**config.mk**
```make
export PLATFORM = sky130hd
export DESIGN_NAME = plicApb
export DESIGN_NICKNAME = d
export VERILOG_FILES = /design/src/hw/plicPkg.sv /design/src/hw/plicApb.sv /design/src/hw/plicTarget.sv /design/src/hw/plicGateway.sv /design/src/hw/plicRegs.sv
export SDC_FILE = /design/constraint.sdc
export NUM_CORES = 1
export LEC_CHECK = 0
export BUFFER_PORTS_ARGS = -buffer_cell sky130_fd_sc_hd__buf_2
export CORE_AREA = 8 8 109 136
export CTS_CLUSTER_SIZE = 12
export DETAILED_ROUTE_END_ITERATION = 12
export DIE_AREA = 0 0 117 144
export HOLD_SLACK_MARGIN = 0.12
export PLACE_DENSITY = 0.76
export SLEW_MARGIN = 20
export SYNTH_ARGS = -nofsm -noshare
export SYNTH_HDL_FRONTEND = slang
export SYNTH_HIERARCHICAL = 1
export SYNTH_SLANG_ARGS = --single-unit
```
**constraint.sdc**
```tcl
create_clock -name PCLK -period 3.25 [get_ports PCLK]
set_input_delay 0.65 -clock PCLK [delete_from_list [all_inputs] [get_ports PCLK]]
set_output_delay 0.65 -clock PCLK [all_outputs]
set_load 0.005 [all_outputs]
```
**src/hw/plicPkg.sv**
```systemverilog
// shared constants for the platform-level interrupt controller
// one hart, machine and supervisor contexts

package plicPkg;

  // context count
  // index 0 is machine, index 1 is supervisor
  parameter int numCtx = 2;

  // priority and threshold width
  parameter int prioWidth = 3;

  // source id width, id 0 means no interrupt
  parameter int idWidth = 5;

  // APB address width
  parameter int addrWidth = 28;

  ////////////////////////////////////////////////////////////
  // register map, byte offsets into the 24-bit window
  ////////////////////////////////////////////////////////////

  // priority of source n sits at prioBase + 4*n
  parameter logic [23:0] prioBase   = 24'h000000;
  parameter logic [23:0] pendOff    = 24'h001000;
  parameter logic [23:0] enableOff0 = 24'h002000;
  parameter logic [23:0] enableOff1 = 24'h002080;
  parameter logic [23:0] threshOff0 = 24'h200000;
  parameter logic [23:0] claimOff0  = 24'h200004;
  parameter logic [23:0] threshOff1 = 24'h201000;
  parameter logic [23:0] claimOff1  = 24'h201004;

endpackage
```
**src/hw/plicApb.sv**
```systemverilog
`timescale 1ns/1ps

// platform-level interrupt controller, APB slave
// one hart with machine and supervisor contexts
module plicApb #(
  parameter int NumSrc = 8
) (
  input  logic                          PCLK,
  input  logic                          PRESETn,
  input  logic                          PSEL,
  input  logic                          PENABLE,
  input  logic                          PWRITE,
  input  logic [plicPkg::addrWidth-1:0] PADDR,
  input  logic [31:0]                   PWDATA,
  output logic [31:0]                   PRDATA,
  output logic                          PREADY,
  input  logic [NumSrc:1]               irqSrc,
  output logic                          mExtIrq,
  output logic                          sExtIrq
);

  // configuration from the register file
  logic [NumSrc:1][plicPkg::prioWidth-1:0] prio;
  logic [NumSrc:1]                         enable0;
  logic [NumSrc:1]                         enable1;
  logic [plicPkg::prioWidth-1:0]           thresh0;
  logic [plicPkg::prioWidth-1:0]           thresh1;
  // claim and completion pulses
  logic                                    claimStb;
  logic [plicPkg::idWidth-1:0]             claimId;
  logic                                    completeStb;
  logic [plicPkg::idWidth-1:0]             completeId;
  // gateway state and per-context winners
  logic [NumSrc:1]                         pending;
  logic [plicPkg::idWidth-1:0]             claimId0;
  logic [plicPkg::idWidth-1:0]             claimId1;

  // every access completes in one cycle
  assign PREADY = 1'b1;

  plicRegs #(.NumSrc(NumSrc)) regs (
    .PCLK, .PRESETn, .PSEL, .PENABLE, .PWRITE, .PADDR, .PWDATA,
    .pending, .claimId0, .claimId1, .PRDATA,
    .prio, .enable0, .enable1, .thresh0, .thresh1,
    .claimStb, .claimId, .completeStb, .completeId
  );

  plicGateway #(.NumSrc(NumSrc)) gateway (
    .PCLK, .PRESETn, .irqSrc,
    .claimStb, .claimId, .completeStb, .completeId, .pending
  );

  // machine context
  plicTarget #(.NumSrc(NumSrc)) target0 (
    .pending, .enable(enable0), .prio, .thresh(thresh0),
    .claimId(claimId0), .extIrq(mExtIrq)
  );

  // supervisor context
  plicTarget #(.NumSrc(NumSrc)) target1 (
    .pending, .enable(enable1), .prio, .thresh(thresh1),
    .claimId(claimId1), .extIrq(sExtIrq)
  );

endmodule

```
**src/hw/plicTarget.sv**
```systemverilog
`timescale 1ns/1ps

// arbitration for one context
// picks the winning source id and drives the external interrupt line
module plicTarget #(
  parameter int NumSrc = 8
) (
  input  logic [NumSrc:1]                         pending,
  input  logic [NumSrc:1]                         enable,
  input  logic [NumSrc:1][plicPkg::prioWidth-1:0] prio,
  input  logic [plicPkg::prioWidth-1:0]           thresh,
  output logic [plicPkg::idWidth-1:0]             claimId,
  output logic                                    extIrq
);

  localparam int IdW      = plicPkg::idWidth;
  // highest priority level, level 0 never requests
  localparam int TopLevel = (1 << plicPkg::prioWidth) - 1;

  // reqMatrix[lvl][src] is an enabled, pending source at that level
  logic [TopLevel:1][NumSrc:1] reqMatrix;
  logic [TopLevel:1]           levelActive;
  // one-hot, the highest active level
  logic [TopLevel:1]           levelIsMax;
  logic [TopLevel:1]           aboveThresh;
  // requests sitting at the winning level
  logic [NumSrc:1]             maxReqs;

  ////////////////////////////////////////////////////////////
  // request matrix
  ////////////////////////////////////////////////////////////

  always_comb begin
    for (int lvl = 1; lvl <= TopLevel; lvl++) begin
      for (int src = 1; src <= NumSrc; src++) begin
        reqMatrix[lvl][src] = pending[src] & enable[src] & (int'(prio[src]) == lvl);
      end
      levelActive[lvl] = |reqMatrix[lvl];
      aboveThresh[lvl] = (lvl > int'(thresh));
    end
  end

  ////////////////////////////////////////////////////////////
  // winner selection
  ////////////////////////////////////////////////////////////

  // scan from the top level down, first active level wins
  always_comb begin
    logic higher;
    higher     = 1'b0;
    levelIsMax = '0;
    for (int lvl = TopLevel; lvl >= 1; lvl--) begin
      levelIsMax[lvl] = levelActive[lvl] & ~higher;
      higher          = higher | levelActive[lvl];
    end
  end

  always_comb begin
    maxReqs = '0;
    for (int lvl = 1; lvl <= TopLevel; lvl++) begin
      if (levelIsMax[lvl]) begin
        maxReqs = maxReqs | reqMatrix[lvl];
      end
    end
  end

  // descending scan so the lowest id among ties ends up in claimId
  always_comb begin
    claimId = '0;
    for (int src = NumSrc; src >= 1; src--) begin
      if (maxReqs[src]) begin
        claimId = IdW'(src);
      end
    end
  end

  // interrupt when any active level is strictly above threshold
  assign extIrq = |(levelActive & aboveThresh);

endmodule

```
**src/hw/plicGateway.sv**
```systemverilog
`timescale 1ns/1ps

// level-triggered gateways
// holds pending and in-progress state for every source
module plicGateway #(
  parameter int NumSrc = 8
) (
  input  logic                        PCLK,
  input  logic                        PRESETn,
  input  logic [NumSrc:1]             irqSrc,
  input  logic                        claimStb,
  input  logic [plicPkg::idWidth-1:0] claimId,
  input  logic                        completeStb,
  input  logic [plicPkg::idWidth-1:0] completeId,
  output logic [NumSrc:1]             pending
);

  logic [NumSrc:1] inProgress;
  // one-hot set and clear masks for in-progress
  logic [NumSrc:1] claimMask;
  logic [NumSrc:1] completeMask;

  // id 0 and ids above NumSrc match no bit
  always_comb begin
    for (int src = 1; src <= NumSrc; src++) begin
      claimMask[src]    = claimStb & (int'(claimId) == src);
      completeMask[src] = completeStb & (int'(completeId) == src);
    end
  end

  always_ff @(posedge PCLK) begin
    if (!PRESETn) begin
      pending    <= '0;
      inProgress <= '0;
    end else begin
      // a source being serviced cannot raise a new request
      pending    <= (pending | irqSrc) & ~inProgress;
      inProgress <= (inProgress | claimMask) & ~completeMask;
    end
  end

endmodule

```
**src/hw/plicRegs.sv**
```systemverilog
`timescale 1ns/1ps

// APB register file
// priorities, enables, thresholds, pending view and claim/complete decode
module plicRegs #(
  parameter int NumSrc = 8
) (
  input  logic                                      PCLK,
  input  logic                                      PRESETn,
  input  logic                                      PSEL,
  input  logic                                      PENABLE,
  input  logic                                      PWRITE,
  input  logic [plicPkg::addrWidth-1:0]             PADDR,
  input  logic [31:0]                               PWDATA,
  input  logic [NumSrc:1]                           pending,
  input  logic [plicPkg::idWidth-1:0]               claimId0,
  input  logic [plicPkg::idWidth-1:0]               claimId1,
  output logic [31:0]                               PRDATA,
  output logic [NumSrc:1][plicPkg::prioWidth-1:0]   prio,
  output logic [NumSrc:1]                           enable0,
  output logic [NumSrc:1]                           enable1,
  output logic [plicPkg::prioWidth-1:0]             thresh0,
  output logic [plicPkg::prioWidth-1:0]             thresh1,
  output logic                                      claimStb,
  output logic [plicPkg::idWidth-1:0]               claimId,
  output logic                                      completeStb,
  output logic [plicPkg::idWidth-1:0]               completeId
);

  // word-aligned offset inside the 24-bit window
  logic [23:0]                        entry;
  logic                               busWrite;
  logic                               busRead;
  // priority slot decode
  logic                               prioHit;
  logic [plicPkg::idWidth-1:0]        prioIdx;
  // one hit bit per context claim register
  logic [plicPkg::numCtx-1:0]         claimHit;
  logic [plicPkg::numCtx-1:0][plicPkg::idWidth-1:0] ctxClaim;
  logic [31:0]                        rdData;

  ////////////////////////////////////////////////////////////
  // bus decode
  ////////////////////////////////////////////////////////////

  assign entry    = {PADDR[23:2], 2'b00};
  // writes land at the end of the access cycle
  assign busWrite = PSEL & PENABLE & PWRITE;
  // reads are sampled in setup and access cycles alike
  assign busRead  = PSEL & ~PWRITE;

  // priority slots occupy the lowest 32 words
  assign prioHit = (entry[23:plicPkg::idWidth+2] == plicPkg::prioBase[23:plicPkg::idWidth+2]);
  assign prioIdx = entry[plicPkg::idWidth+1:2];

  assign claimHit[0] = (entry == plicPkg::claimOff0);
  assign claimHit[1] = (entry == plicPkg::claimOff1);
  assign ctxClaim[0] = claimId0;
  assign ctxClaim[1] = claimId1;

  // claim fires once, in the setup cycle of the read
  assign claimStb = busRead & ~PENABLE & (|claimHit);
  assign claimId  = claimHit[1] ? ctxClaim[1] : ctxClaim[0];

  // a write to either claim register completes the written id
  assign completeStb = busWrite & (|claimHit);
  assign completeId  = PWDATA[plicPkg::idWidth-1:0];

  ////////////////////////////////////////////////////////////
  // configuration registers
  ////////////////////////////////////////////////////////////

  always_ff @(posedge PCLK) begin
    if (!PRESETn) begin
      prio    <= '0;
      enable0 <= '0;
      enable1 <= '0;
      thresh0 <= '0;
      thresh1 <= '0;
    end else if (busWrite) begin
      // slot 0 and slots past NumSrc have no storage
      for (int src = 1; src <= NumSrc; src++) begin
        if (prioHit && int'(prioIdx) == src) begin
          prio[src] <= PWDATA[plicPkg::prioWidth-1:0];
        end
      end
      case (entry)
        plicPkg::enableOff0: enable0 <= PWDATA[NumSrc:1];
        plicPkg::enableOff1: enable1 <= PWDATA[NumSrc:1];
        plicPkg::threshOff0: thresh0 <= PWDATA[plicPkg::prioWidth-1:0];
        plicPkg::threshOff1: thresh1 <= PWDATA[plicPkg::prioWidth-1:0];
        default: ;
      endcase
    end
  end

  ////////////////////////////////////////////////////////////
  // read mux
  ////////////////////////////////////////////////////////////

  always_comb begin
    rdData = '0;
    for (int src = 1; src <= NumSrc; src++) begin
      if (prioHit && int'(prioIdx) == src) begin
        rdData[plicPkg::prioWidth-1:0] = prio[src];
      end
    end
    // bit 0 of pending and enable words stays zero
    case (entry)
      plicPkg::pendOff:    rdData[NumSrc:1] = pending;
      plicPkg::enableOff0: rdData[NumSrc:1] = enable0;
      plicPkg::enableOff1: rdData[NumSrc:1] = enable1;
      plicPkg::threshOff0: rdData[plicPkg::prioWidth-1:0] = thresh0;
      plicPkg::threshOff1: rdData[plicPkg::prioWidth-1:0] = thresh1;
      plicPkg::claimOff0:  rdData[plicPkg::idWidth-1:0] = ctxClaim[0];
      plicPkg::claimOff1:  rdData[plicPkg::idWidth-1:0] = ctxClaim[1];
      default: ;
    endcase
  end

  // registered read data, valid in the access cycle
  // a claim keeps the id captured in setup so the data matches the in-progress bit
  always_ff @(posedge PCLK) begin
    if (!PRESETn) begin
      PRDATA <= '0;
    end else if (!busRead) begin
      PRDATA <= '0;
    end else if (!(PENABLE && (|claimHit))) begin
      PRDATA <= rdData;
    end
  end

endmodule

```
# --- Word-level counts from Yosys, hierarchy flattened ---
# Cells that the tools add are included.
totals:
  reg_bits: 71
  input_bits: 73
  out_inout_bits: 35
  elab_cells: 405
classes:
  n_lt_le_gt_ge: 14
  eq_ne: 87
  mux: 43
  n_bitwise: 206
  reduce_logical: 40
ops:
  columns: ["op", "count"]
  rows:
  - ["$and 1x1->1", 162]
  - ["$mux 8", 14]
  - ["$or 8x8->8", 14]
  - ["$reduce_or 8->1", 14]
  - ["$eq 3x3->1 const B", 32]
  - ["$eq 22x20->1 const B", 4]
  - ["$mux 4", 16]
  - ["$eq 5x4->1 const B", 12]
  - ["$eq 3x2->1 const B", 16]
  - ["$eq 22x12->1 const B", 2]
  - ["$eq 5x3->1 const B", 6]
  - ["$reduce_and 2->1", 13]
  - ["$eq 3x1->1 const B", 8]
  - ["$gt 3x3->1 const A", 8]
  - ["$mux 3", 8]
  - ["$eq 22x11->1 const B", 1]
  - ["$logic_not 17->1", 1]
  - ["$and 8x8->8", 2]
  - ["$not 8->8", 2]
  - ["$eq 5x2->1 const B", 3]
  - ["$eq 5x5->1 const B", 3]
  - ["$and 7x7->7", 2]
  - ["$not 1->1", 14]
  - ["$pmux 2 s7", 1]
  - ["10 further kinds", 32]

# --- Depth between registers and ports, before layout ---
depth:
  depth_word: 36
  depth_mapped: 15
  mapped_depth_nobuf: 14

# --- Cells and area by module ---
# Netlist, hierarchy kept.
modules_own_cells:
  columns: ["module", "n_inst", "cells_each", "area_per_inst_um2"]
  rows:
  - ["plicRegs", 1, 370, 3254.4]
  - ["plicTarget", 2, 201, 1266.2]
  - ["plicGateway", 1, 69, 636.9]
  - ["plicApb", 1, 2, 11.3]

# --- Worst setup path after synthesis ---
# No wires, ideal clock.
synth_timing:
  kind: "register to register"
  from: "register regs/prio[2] in the netlist's numbering"
  to: "register regs.PRDATA[2]"
  setup_ns: 0.095
  t_arrival_ns: 3.279
  required_time_ns: 3.155
  path_slack_ns: -0.124
  path_stages_with_launch: 16
  n_path_buf: 1
  cell_sequence: "dfxtp_1 > and3_4 > nor3b_2 > or4_1 > or4_1 > buf_6 > o41ai_2 > a32oi_1 > and2_4 > nand3_1 > nor3b_1 > nor2b_1 > o2111ai_1 > o32ai_1 > a2111oi_0 > a221oi_1"
synth_between:
  elab_chain_len: 31
  word_cells_on_any_way: 118
  cone_classes: "eq/ne: 7; mux: 37; bitwise: 60; reduce/logical: 14"
synth_rtl:
  columns: ["item", "line_no", "text"]
  rows:
  - ["start: declaration", "plicRegs.sv:19", "output logic [NumSrc:1][plicPkg::prioWidth-1:0] prio,"]
  - ["start signal: indexed assignment", "plicRegs.sv:84", "prio[src] <= PWDATA[plicPkg::prioWidth-1:0];"]
  - ["$eq 3x1->1 or $eq 3x2->1 (tied branches)", "plicTarget.sv:36", "reqMatrix[lvl][src] = pending[src] & enable[src] & (int'(prio[src]) == lvl);"]
  - ["$and 1x1->1", "plicTarget.sv:36", null]
  - ["$reduce_or 8->1", "plicTarget.sv:38", "levelActive[lvl] = |reqMatrix[lvl];"]
  - ["$or 1x1->1 (5 in series)", "plicTarget.sv:54", "higher = higher | levelActive[lvl];"]
  - ["$not 1->1", "plicTarget.sv:53", "levelIsMax[lvl] = levelActive[lvl] & ~higher;"]
  - ["$and 1x1->1", "plicTarget.sv:53", null]
  - ["$mux 8", "plicTarget.sv:61", "if (levelIsMax[lvl]) begin"]
  - ["$or 8x8->8", "plicTarget.sv:62", "maxReqs = maxReqs | reqMatrix[lvl];"]
  - ["[... 7 more ...]", null, null]
  - ["$or 8x8->8", "plicTarget.sv:62", null]
  - ["$mux 8", "plicTarget.sv:61", null]
  - ["$or 8x8->8", "plicTarget.sv:62", null]
  - ["$mux 8 *", "plicTarget.sv:61", null]
  - ["$mux 4 (6 in series)", "plicTarget.sv:71", "if (maxReqs[src]) begin"]
  - ["$mux 4 *", "plicTarget.sv:71", null]
  - ["named net claimId0 (one bit)", "plicApb.sv:35", "logic [plicPkg::idWidth-1:0] claimId0;"]
  - ["$pmux 2 s7 *", "plicRegs.sv:109", "case (entry)"]
  - ["end signal: assignment", "plicRegs.sv:129", "PRDATA <= rdData;"]
  - ["end: declaration", "plicRegs.sv:18", "output logic [31:0] PRDATA,"]
# Mark *: on every way through the listed nets, which the timed path passes. The rest lies on a longest branch.
# A chain may end at the register's enable or synchronous reset.

# --- Worst setup path after layout ---
layout_timing:
  from: "register gateway/pending[6] in the netlist's numbering"
  to: "register gateway/inProgress[3] in the netlist's numbering"
layout_between:
  elab_chain_len: 36
  word_cells_on_any_way: 111
  cone_classes: "eq/ne: 1; mux: 31; bitwise: 65; reduce/logical: 14"
layout_rtl:
  columns: ["item", "line_no", "text"]
  rows:
  - ["start: declaration", "plicGateway.sv:15", "output logic [NumSrc:1] pending"]
  - ["start signal: assignment", "plicGateway.sv:37", "pending <= (pending | irqSrc) & ~inProgress;"]
  - ["$and 1x1->1 *", "plicTarget.sv:36", null]
  - ["$and 1x1->1", "plicTarget.sv:36", null]
  - ["$reduce_or 8->1", "plicTarget.sv:38", null]
  - ["$or 1x1->1 (5 in series)", "plicTarget.sv:54", null]
  - ["$not 1->1", "plicTarget.sv:53", null]
  - ["$and 1x1->1", "plicTarget.sv:53", null]
  - ["$mux 8", "plicTarget.sv:61", null]
  - ["$or 8x8->8", "plicTarget.sv:62", null]
  - ["[... 18 more ...]", null, null]
  - ["$mux 4 *", "plicTarget.sv:71", null]
  - ["named net claimId1 (one bit)", "plicApb.sv:36", "logic [plicPkg::idWidth-1:0] claimId1;"]
  - ["$mux 5 *", "plicRegs.sv:63", "assign claimId = claimHit[1] ? ctxClaim[1] : ctxClaim[0];"]
  - ["named net claimId (one bit)", "plicApb.sv:30", "logic [plicPkg::idWidth-1:0] claimId;"]
  - ["$eq 5x3->1 *", "plicGateway.sv:26", "claimMask[src] = claimStb & (int'(claimId) == src);"]
  - ["$and 1x1->1 *", "plicGateway.sv:26", null]
  - ["$or 8x8->8 *", "plicGateway.sv:38", "inProgress <= (inProgress | claimMask) & ~completeMask;"]
  - ["$and 8x8->8 *", "plicGateway.sv:38", null]
  - ["end signal: assignment", "plicGateway.sv:38", null]
  - ["end: declaration", "plicGateway.sv:18", "logic [NumSrc:1] inProgress;"]
# Marked as above.

==> results.py <==
metrics = {
    "yosys": {
        "synth_top_family_by_area": "simple AND/OR/NAND/NOR gates",
        "synthXorXnorAreaFrac": 0.002722,
        "ys.flop_type": "dfxtp_1",
        "netlist_instances": 843,
        "seq_area_frac_synth": 0.2209,
        "ys_ff_latch": 71,
        "synth_simple_gate_area_frac": 0.3685,
        "synth.cell_area_um2": 6435,
        "synth-compound-area-share": 0.2302,
        "synthAdderAreaFrac": 0,
        "ys_async_sr_fraction": 0,
        "yosys_warnings": 6,
        "syn_avg_cell_area_um2": 7.633,
        "synth-edff-count": 0,
        "muxShareOfSynthArea": 0.1011,
        "ys_types": 82,
    },
    "job": {
        "maxCapViolations": 0,
    },
    "die": {
        "rows": 47,
        "initial_utilization": 0.5020,
        "die_x_um": 117,
        "pin_count": 108,
        "die_h_um": 144,
        "dieArea_um2": 16850,
        "core_um2": 12820,
    },
    "hold_path": {
        "hp-class": "flop to flop",
    },
    "power": {
        "power.leakage_nw": 4.032,
        "vdd_drop_max_mv": 0.3566,
        "powerDensity_nw_per_um2": 224.6,
    },
    "timing": {
        "rsz0062_at_grt": "true",
        "fmax_ghz": 0.2653,
        "min_period_ns": 3.769,
        "finalSetupViolCount": 14,
        "finalHoldViolCount": 0,
        "final_max_slew_viol_count": 0,
        "worst_pin_slew_ns": 0.6293,
        "period_share": 1.160,
        "setup_tns_ns": -5.538,
        "finalClockSkew_ns": 0.004744,
        "fin_ws_ns": -0.5190,
        "slew_headroom": 0.5766,
    },
    "route": {
        "ant_nets": 0,
        "first_pass_iters": 7,
        "wl_per_cell_um": 22.65,
        "drc_errors": 0,
        "wirelength_mm": 29.83,
        "first_iter_violations": 994,
        "viasPerCell": 6.488,
        "dr_total_vias": 8545,
    },
    "placed_design": {
        "place.gp.congestion": 1.046,
        "hpwl_mm": 22.63,
        "port_buffers": 54,
        "dp.cells": 1278,
    },
    "final_layout": {
        "seqCellArea_um2": 1459,
        "multi_input_area_um2": 5160,
        "syn2layout_area_growth_pct": 50.03,
        "nets": 1214,
        "num_antenna_cells": 0,
        "n_fill_cell": 946,
        "drive_gt1_frac": 0.4145,
        "final_cells": 1317,
    },
    "clocking": {
        "clkSlewWorstSetupHoldPaths_ns": 0.06,
        "cts_buffers": 9,
        "cts_tree": "yes",
        "root_buffer": "clkbuf_16",
        "clockBufferDepth": 2,
        "ctsHoldBuffers": 0,
        "numClockSinks": 71,
        "htreeDepth": 3,
        "clkLatencyLatePin_ns": 0.34,
    },
    "setup_path": {
        "endpoint_kind": "flop",
        "crit_type": "flop to flop",
        "path_max_fanout": 6,
        "start_kind": "flop",
        "critPathRequiredTime_ns": 3.52,
        "cp_data_arrival_time_ns": 4.04,
    },
    "global_route": {
        "grt_pass1_vias": 8298,
        "globalRouteTotalUtil": 0.3482,
        "antenna_found_initial": 0,
        "grt_max_degree": 39,
        "grt_overflow_total": 0,
        "grt_pass1_wl_mm": 45.13,
    },
    "status": {
        "violations": "setup timing",
        "status": "complete, but fails checks",
    },
}
synth_stat cells, drive strengths merged, types with 5 or more instances:
master	count	share of area
a211oi	8	0.0093
a21oi	31	0.024
a221oi	6	0.0082
a22oi	15	0.017
a31oi	21	0.020
and2	9	0.0095
and3	16	0.017
buf	42	0.047
clkbuf	16	0.0097
dfxtp	71	0.22
inv	30	0.017
mux2	6	0.010
mux2i	56	0.087
nand2	67	0.040
nand2b	24	0.023
nand3	48	0.042
nand3b	16	0.019
nand4	12	0.013
nand4b	5	0.0068
nor2	112	0.065
nor2b	14	0.014
nor3	29	0.025
nor3b	17	0.025
nor4	21	0.032
o21ai	13	0.010
o221ai	5	0.0068
o22ai	32	0.031
o311ai	6	0.0082
o31ai	6	0.0070
o32ai	8	0.011
or4	8	0.0093
layer usage:
metal	GRT usage	routed length, um	vias to the layer above
met5	0	0	-
met4	0.2318	2019	0
met3	0.06519	2763	150
met2	0.5768	14190	612
met1	0.3982	10860	4005
li1	-	-	3778
state kept, by name, summed over array words and instances (netlist names):
| signal | count |
|---|---|
| regs/PRDATA | 9 |
| regs/enable0 | 8 |
| regs/prio | 24 |
| regs/thresh1 | 3 |
| regs/enable1 | 8 |
| gateway/pending | 8 |
| gateway/inProgress | 8 |
| regs/thresh0 | 3 |
cells by family after synthesis:
logic type	Yosys count
flip-flops	71
AO/OA/AOI/OAI	202
AND/OR/NAND/NOR	413
multiplexers	63
XOR/XNOR	2
buffers and inverters	88
other	4
per-stage QoR:
stage	instance area (um2)	hold WS [ns]	utilization	power, W	setup WS [ns]
final	9654	0.4262	0.7531	0.002168	-0.5190
after detailed placement	8562	0.4170	0.6679	0.001081	-0.6117
after CTS	9306	0.4184	0.7259	0.002163	-0.4239
after global placement	8562	0.4080	0.6679	0.001078	-0.5873
after global routing	9654	0.4504	0.7531	0.002219	-0.6060
after floorplan	6571	0.3912	-	0.001017	-0.04492
where the power goes:
| part | switching [W] | internal, W | leakage [nW] | total, W |
|---|---|---|---|---|
| clock network | 0.000415 | 0.000682 | 0.161 | 0.00110 |
| registers | 0.0000148 | 0.000875 | 0.584 | 0.000890 |
| logic | 0.000115 | 0.0000671 | 3.29 | 0.000182 |
what timing repair did:
action / CTS / global route
buffers inserted: 15 / 13
endpoints found under the setup margin: 14 / 14
gates resized for setup: 75 / 59
pin swaps: 33 / 30
worst paths after layout:
kind,startpoint,to,slack [ns],depth (start not counted)
setup / recovery,gateway/pending[6],gateway/inProgress[3],-0.52,14
hold / removal,gateway/inProgress[7],gateway/pending[7],0.43,1
setup reg to reg,gateway/pending[6],gateway/inProgress[3],-0.52,14
hold reg to reg,gateway/inProgress[7],gateway/pending[7],0.43,1
layout by cell type, fill, tap and decap left out, drive strengths merged, types with 16 or more instances in the layout:
cell / count
nand2: 67
o22ai: 32
and3: 16
nand2b: 24
nor2: 112
a21oi: 31
nand3: 48
conb: 26
nand3b: 16
a31oi: 21
dfxtp: 71
nor4: 21
buf: 323
nor3b: 17
inv: 32
nor3: 29
mux2i: 56
worst max-delay path, stage by stage, from the launching register on:
cell and delay (ns):
dfxtp_1 0.38, nand3_1 0.17, nor3_1 0.07, or4_4 0.49, or4_4 0.60, nor4b_4 0.30, buf_4 0.16, nand3b_1 0.25
nand3_4 0.19, nor4_4 0.07, mux2_4 0.29, buf_6 0.13, nor4b_4 0.34, a31oi_1 0.14, nor2_1 0.11
layout make-up:
| cell class | instances | area share |
|---|---|---|
| inverter | 30 | 0.01166 |
| multi-input combinational | 706 | 0.5345 |
| clock inverter | 7 | 0.01076 |
| clock buffer | 9 | 0.02333 |
| timing repair buffer | 323 | 0.2465 |
| sequential | 71 | 0.1511 |
| tap | 171 | 0.02216 |
Note: power is estimated with default switching activity, not from simulation.
